$ cat config.mk
export PLATFORM = sky130hd
export DESIGN_NAME = axi_test_master
export DESIGN_NICKNAME = d
export VERILOG_FILES = /design/src/hw/mem_test_pkg.sv /design/src/hw/pattern_gen.sv /design/src/hw/axi_test_master.sv
export SDC_FILE = /design/constraint.sdc
export NUM_CORES = 1
export LEC_CHECK = 0
export BUFFER_PORTS_ARGS = -buffer_cell sky130_fd_sc_hd__buf_2
export CAP_MARGIN = 20
export CORE_ASPECT_RATIO = 0.6
export CORE_MARGIN = 8
export CORE_UTILIZATION = 30
export CTS_CLUSTER_SIZE = 8
export DETAILED_ROUTE_END_ITERATION = 10
export SETUP_SLACK_MARGIN = 0.4
export SYNTH_ARGS = -nofsm -noshare
export SYNTH_HDL_FRONTEND = slang
export SYNTH_HIERARCHICAL = 1
export SYNTH_SLANG_ARGS = --single-unit
$ cat constraint.sdc
create_clock -name clk -period 10.1 [get_ports clk]
set_input_delay 0.505 -clock clk [delete_from_list [all_inputs] [get_ports clk]]
set_output_delay 0.505 -clock clk [all_outputs]
set_load 0.01 [all_outputs]
$ cat src/hw/mem_test_pkg.sv
`default_nettype none

package mem_test_pkg;

    localparam int DATA_WIDTH      = 64;
    localparam int LANE_WIDTH      = 32;
    localparam int LANES           = DATA_WIDTH / LANE_WIDTH;  // Lane 0 sits in the low bits
    localparam int ADDR_WIDTH      = 32;
    localparam int LEN_WIDTH       = 4;
    localparam int ERR_COUNT_WIDTH = 16;

    localparam int MEM_WORDS     = 256;
    localparam int MEM_IDX_WIDTH = $clog2(MEM_WORDS);
    localparam int BEAT_BYTES    = DATA_WIDTH / 8;
    localparam int STRB_WIDTH    = BEAT_BYTES;
    localparam int IDX_LSB       = $clog2(BEAT_BYTES);
    localparam int WRAP_BITS     = IDX_LSB + MEM_IDX_WIDTH;  // Memory aliases every 2 KiB

    localparam logic [2:0] AXI_SIZE       = 3'd3;
    localparam logic [1:0] AXI_BURST_INCR = 2'b01;
    localparam logic [7:0] AXI_ID         = 8'h10;

    localparam logic [31:0] LFSR_POLY = 32'h8020_0003;  // x^32+x^22+x^2+x+1 in Galois form

    localparam logic [7:0] REG_CTRL      = 8'h00;
    localparam logic [7:0] REG_ADDR      = 8'h04;
    localparam logic [7:0] REG_LEN       = 8'h08;
    localparam logic [7:0] REG_SEED      = 8'h0C;
    localparam logic [7:0] REG_STATUS    = 8'h10;
    localparam logic [7:0] REG_ERR_COUNT = 8'h14;
    localparam logic [7:0] REG_ERR_ADDR  = 8'h18;

    localparam int CTRL_START = 0;
    localparam int CTRL_WRITE = 1;
    localparam int CTRL_READ  = 2;
    localparam int STAT_BUSY  = 0;
    localparam int STAT_DONE  = 1;
    localparam int STAT_FAIL  = 2;

    localparam logic [2:0] ST_IDLE     = 3'd0;
    localparam logic [2:0] ST_WAIT_RDY = 3'd1;
    localparam logic [2:0] ST_WRITE    = 3'd2;
    localparam logic [2:0] ST_RESP     = 3'd3;
    localparam logic [2:0] ST_READ     = 3'd4;
    localparam logic [2:0] ST_FINISH   = 3'd5;

endpackage

`default_nettype wire

$ cat src/hw/pattern_gen.sv
`timescale 1ns/10ps
`default_nettype none

module pattern_gen import mem_test_pkg::*; (
    input  wire                   clk,
    input  wire                   rstn,
    input  wire                   load,
    input  wire [31:0]            seed,
    input  wire                   advance,
    output logic [DATA_WIDTH-1:0] word
);

    logic [31:0] state;
    logic [31:0] last_lane;

    function automatic logic [31:0] lfsr_step(input logic [31:0] s);
        return (s >> 1) ^ (s[0] ? LFSR_POLY : 32'h0);
    endfunction

    // Each lane is one more shift than the lane below it
    always_comb begin
        logic [31:0] s;
        s = state;
        for (int i = 0; i < LANES; i++) begin
            s = lfsr_step(s);
            word[i*LANE_WIDTH +: LANE_WIDTH] = s;
        end
        last_lane = s;
    end

    always_ff @(posedge clk) begin
        if (!rstn) begin
            state <= 32'h1;
        end else if (load) begin
            state <= (seed == 32'h0) ? 32'h1 : seed;  // All-zero state would lock up
        end else if (advance) begin
            state <= last_lane;  // Next beat carries on the same sequence
        end
    end

endmodule

`default_nettype wire

$ cat src/hw/axi_test_master.sv
`timescale 1ns/10ps
`default_nettype none

module axi_test_master import mem_test_pkg::*; (
    input  wire                        clk,
    input  wire                        rstn,

    input  wire                        start,
    input  wire [ADDR_WIDTH-1:0]       cfg_addr,
    input  wire [LEN_WIDTH-1:0]        cfg_len,
    input  wire [31:0]                 cfg_seed,
    input  wire                        cfg_write,
    input  wire                        cfg_read,
    output logic                       busy,
    output logic                       done,
    output logic                       fail,
    output logic [ERR_COUNT_WIDTH-1:0] err_count,
    output logic [ADDR_WIDTH-1:0]      err_addr,

    input  wire                        mem_ready,

    output logic [ADDR_WIDTH-1:0]      awaddr,
    output logic [7:0]                 awid,
    output logic [LEN_WIDTH-1:0]       awlen,
    output logic [2:0]                 awsize,
    output logic [1:0]                 awburst,
    output logic                       awvalid,
    input  wire                        awready,

    output logic [DATA_WIDTH-1:0]      wdata,
    output logic [STRB_WIDTH-1:0]      wstrb,
    output logic                       wlast,
    output logic                       wvalid,
    input  wire                        wready,

    input  wire                        bvalid,
    output logic                       bready,

    output logic [ADDR_WIDTH-1:0]      araddr,
    output logic [7:0]                 arid,
    output logic [LEN_WIDTH-1:0]       arlen,
    output logic [2:0]                 arsize,
    output logic [1:0]                 arburst,
    output logic                       arvalid,
    input  wire                        arready,

    input  wire [DATA_WIDTH-1:0]       rdata,
    input  wire                        rlast,
    input  wire                        rvalid,
    output logic                       rready
);

    logic [2:0]            state;
    logic [ADDR_WIDTH-1:0] addr_q;
    logic [LEN_WIDTH-1:0]  len_q;
    logic                  write_q;
    logic                  read_q;
    logic [LEN_WIDTH-1:0]  beat;
    logic                  err_seen;
    logic                  start_ok;
    logic                  w_fire;
    logic                  r_fire;
    logic [DATA_WIDTH-1:0] expected;
    logic [WRAP_BITS-1:0]  beat_off;

    assign start_ok = start & ~busy;
    assign w_fire   = wvalid & wready;
    assign r_fire   = rvalid & rready & (state == ST_READ);
    assign beat_off = addr_q[WRAP_BITS-1:0] + WRAP_BITS'(beat * BEAT_BYTES);

    assign awaddr  = addr_q;
    assign awid    = AXI_ID;
    assign awlen   = len_q;
    assign awsize  = AXI_SIZE;
    assign awburst = AXI_BURST_INCR;
    assign wstrb   = '1;
    assign wlast   = (beat == len_q);
    assign bready  = 1'b1;
    assign araddr  = addr_q;
    assign arid    = AXI_ID;
    assign arlen   = len_q;
    assign arsize  = AXI_SIZE;
    assign arburst = AXI_BURST_INCR;
    assign rready  = 1'b1;

    pattern_gen wr_pat (
        .clk     (clk),
        .rstn    (rstn),
        .load    (start_ok),
        .seed    (cfg_seed),
        .advance (w_fire),
        .word    (wdata)
    );

    pattern_gen rd_pat (
        .clk     (clk),
        .rstn    (rstn),
        .load    (start_ok),
        .seed    (cfg_seed),
        .advance (r_fire),
        .word    (expected)
    );

    always_ff @(posedge clk) begin
        if (start_ok) begin
            addr_q <= cfg_addr;
            len_q  <= cfg_len;
        end
    end

    always_ff @(posedge clk) begin
        if (!rstn) begin
            state     <= ST_IDLE;
            busy      <= 1'b0;
            done      <= 1'b0;
            fail      <= 1'b0;
            err_count <= '0;
            err_addr  <= '0;
            err_seen  <= 1'b0;
            write_q   <= 1'b0;
            read_q    <= 1'b0;
            beat      <= '0;
            awvalid   <= 1'b0;
            wvalid    <= 1'b0;
            arvalid   <= 1'b0;
        end else begin
            if (awvalid && awready) begin
                awvalid <= 1'b0;
            end
            if (arvalid && arready) begin
                arvalid <= 1'b0;
            end
            case (state)
                ST_IDLE: begin
                    if (start_ok) begin
                        busy      <= 1'b1;
                        done      <= 1'b0;
                        fail      <= 1'b0;
                        err_count <= '0;
                        err_addr  <= '0;
                        err_seen  <= 1'b0;
                        write_q   <= cfg_write;
                        read_q    <= cfg_read;
                        state     <= ST_WAIT_RDY;
                    end
                end
                ST_WAIT_RDY: begin
                    beat <= '0;
                    if (mem_ready) begin
                        if (write_q) begin
                            awvalid <= 1'b1;
                            wvalid  <= 1'b1;
                            state   <= ST_WRITE;
                        end else if (read_q) begin
                            arvalid <= 1'b1;
                            state   <= ST_READ;
                        end else begin
                            state <= ST_FINISH;
                        end
                    end
                end
                ST_WRITE: begin
                    if (w_fire) begin
                        beat <= beat + 1'b1;
                        if (wlast) begin
                            wvalid <= 1'b0;
                            state  <= ST_RESP;
                        end
                    end
                end
                ST_RESP: begin
                    beat <= '0;
                    if (bvalid) begin
                        if (read_q) begin
                            arvalid <= 1'b1;
                            state   <= ST_READ;
                        end else begin
                            state <= ST_FINISH;
                        end
                    end
                end
                ST_READ: begin
                    if (r_fire) begin
                        beat <= beat + 1'b1;
                        if (rdata != expected) begin
                            if (err_count != '1) begin
                                err_count <= err_count + 1'b1;  // Saturates at all ones
                            end
                            if (!err_seen) begin
                                err_seen <= 1'b1;
                                err_addr <= {addr_q[ADDR_WIDTH-1:WRAP_BITS], beat_off};
                            end
                        end
                        if (rlast) begin
                            state <= ST_FINISH;
                        end
                    end
                end
                ST_FINISH: begin
                    busy  <= 1'b0;
                    done  <= 1'b1;
                    fail  <= (err_count != '0);
                    state <= ST_IDLE;
                end
                default: state <= ST_IDLE;
            endcase
        end
    end

endmodule

`default_nettype wire

==> qor.yml <==
run_status:
  status: "complete, no violations"
power:
  internal_power_mw: 1.30
  power.leakage_nw: 5.30
  seq_power_share: 0.419
  switching_power_mw: 0.637
  power_frac_clock: 0.353
  p_per_area_nw_per_um2: 174
  combPwrFrac: 0.228
  swShare: 0.329
  worst_ir_drop_vdd_uv: 113
die:
  start_util: 0.303
  die_w_um: 249
  die_y_um: 156
  die_area_sq_um: 38700
  num_rows: 51
  io_pins: 371
  core_sq_um: 32200
setup_path:
  path_class: "reg2reg"
  crit_path_frequent_cell: "xnor2_1"
  crit_path_max_fanout: 34
  crit_arrival_ns: 3.80
  critPathBufInv: 2
  start_kind: "register"
  path_cells: "xnor2_1 -> xnor2_1 -> xor2_1 -> nor4_1 -> nand4_1 -> nor4_4 -> buf_4 -> o31a_2 -> buf_12 -> mux2i_1"
  cp_slowest_cell: "xnor2_1"
  crit_required_ns: 10.46
  max_stage_delay_ns: 0.44
  rrSetupSlack_ns: 6.65
  cp_top_family: "simple AND/OR/NAND/NOR gates"
  endpoint_kind: "register"
sta:
  fmax_mhz: 290
  skew_ns: 0.0107
  period_share: 0.341
  totalNegativeSetupSlack_ns: 0
  setup_viol: 0
  min_period_ns: 3.45
  relSlewSlack: 0.297
  hold_viol: 0
  slew_viol_final: 0
  rsz0062_at_grt: "no"
  tightest_slew_ns: 1.06
synth:
  synth_edf_count: 36
  ys_seq_elements: 164
  synth_area_sq_um: 9730
  yosys_warnings: 6
  synth_seq_area_share: 0.374
  yosysUniqueCellTypes: 62
  synthFlopType: "dfxtp_1"
  async_flop_share: 0
  avgSynthCellArea_sq_um: 9.41
  synthCells: 1035
detailed_routing:
  wl_mm: 33.5
  viasPerCell: 4.82
  drtIter0Drc: 668
  wl_per_cell_um: 20.6
  vias: 7842
  first_pass_iters: 5
  ant_nets: 0
  drcViolationCount: 0
placement:
  gp_congestion: 0.860
  post-dp-hpwl_mm: 26.0
  dp.cells: 1591
  portBuffers: 334
clock_network:
  ctsLongestPathBuffers: 2
  postCtsSetupRepairBufs: 0
  cts_tree: "done"
  insertion_delay_ns: 0.44
  root_buffer: "clkbuf_16"
  clock_sink_count: 164
  path_clk_slew_ns: 0.07
  cts_buffers: 17
  cts-resized-gates: 0
  ctsHoldBuffers: 0
  htreeDepth: 4
grt:
  grt_pass1_vias: 7625
  grt_max_degree: 91
  grt_usage: 0.165
  grt_pass1_wl_mm: 49.1
  grt-ovfl-total: 0
  antenna_found_initial: 5
finish:
  final_cell_mix: "buf_2, dfxtp_1, nand2_1"
  final_cells: 1626
  syn_to_final_growth_pct: 14.2
  nets: 1339
  layout_commonest_cell: "buf_2"
  layout-drive-gt1-share: 0.321
  post-route-util: 0.346
worst_hold_path:
  hold_path_class: "in2reg"
flow_run:
  drv_cap: 0
[cell families after synthesis]
logic type,synth area share
adder cells (fa/ha/maj),0.0111
flip-flops,0.374
buffers and inverters,0.176
AND/OR/NAND/NOR,0.146
AO/OA/AOI/OAI,0.113
multiplexers,0.102
XOR/XNOR,0.0774
other,0.000771
[state kept, by name, summed over array words and instances, names as in the netlist, 3 cells and up]
name / count
arlen: 4
err_addr: 32
araddr: 32
err_count: 16
rd_pat/state: 32
state: 3
beat: 4
wr_pat/state: 32
[cell type report]
cell class | instances | area [sq um]
fill | 3366 | 21000
multi-input combinational | 645 | 4520
sequential | 164 | 3640
timing repair buffer | 341 | 1740
tap | 424 | 531
clock buffer | 22 | 507
clock inverter | 10 | 106
inverter | 18 | 67.6
antenna | 2 | 5.00
[synth_stat cells (all sizes together), types with 2 or more instances]
master / number / area [sq um]
a211oi: 3 / 22.5
a21o: 2 / 15.0
a21oi: 23 / 119
a311o: 2 / 20.0
a31oi: 5 / 31.3
a32oi: 3 / 26.3
and2: 5 / 31.3
buf: 204 / 1500
clkbuf: 38 / 143
clkinv: 2 / 7.51
conb: 2 / 7.51
dfxtp: 128 / 2560
edfxtp: 36 / 1080
ha: 7 / 87.6
inv: 16 / 60.1
mux2i: 98 / 981
nand2: 113 / 427
nand2b: 6 / 37.5
nand3: 44 / 220
nand3b: 2 / 15.0
nand4: 12 / 75.1
nor2: 20 / 75.1
nor2b: 6 / 37.5
nor3: 4 / 20.0
nor3b: 5 / 48.8
nor4: 36 / 240
o2111ai: 2 / 17.5
o211a: 55 / 551
o211ai: 10 / 75.1
o21a: 2 / 15.0
o21ai: 14 / 70.1
o311a: 2 / 20.0
o311ai: 2 / 17.5
o31a: 2 / 17.5
o31ai: 2 / 15.0
or2: 5 / 31.3
or3: 7 / 43.8
or4: 10 / 75.1
or4b: 2 / 20.0
xnor2: 12 / 105
xor2: 74 / 648
[worst paths after layout]
check                                                   from                        end  cells past startpoint
worst min-delay path                              cfg_len[1]         arlen[1]$_DFFE_PP_                      1
worst max register to register  rd_pat/state[0]$_SDFFE_PN1P_  err_addr[22]$_SDFFE_PN0P_                     10
worst max-delay path            rd_pat/state[0]$_SDFFE_PN1P_  err_addr[22]$_SDFFE_PN0P_                     10
worst min register to register     err_addr[30]$_SDFFE_PN0P_  err_addr[30]$_SDFFE_PN0P_                      2
[per-layer routing]
metal / share of wire / track usage / up-vias / wire [um]
li1: - / - / 3736 / -
met1: 0.46 / 0.221 / 3804 / 15400
met2: 0.45 / 0.250 / 259 / 15200
met3: 0.067 / 0.0509 / 43 / 2240
met4: 0.021 / 0.0559 / 0 / 713
met5: 0 / 0 / - / 0
[power groups by stage]
stage | logic (mW) | registers, mW | clock network [mW]
after floorplan | 0.380 | 0.794 | 0
after global placement | 0.435 | 0.824 | 0
after detailed placement | 0.441 | 0.826 | 0
after CTS | 0.443 | 0.811 | 0.703
after global routing | 0.483 | 0.819 | 0.732
final | 0.442 | 0.811 | 0.683
[stage by stage]
stage	power, mW	area, sq um	setup slack, ns	hold WS [ns]
after floorplan	1.17	9860	6.12	0.473
after global placement	1.26	10500	6.44	0.443
after detailed placement	1.27	10500	6.20	0.447
after CTS	1.96	11100	6.22	0.203
after global routing	2.03	11100	6.43	0.198
final	1.94	11100	6.65	0.238
Note: power is estimated with default switching activity, not from simulation.
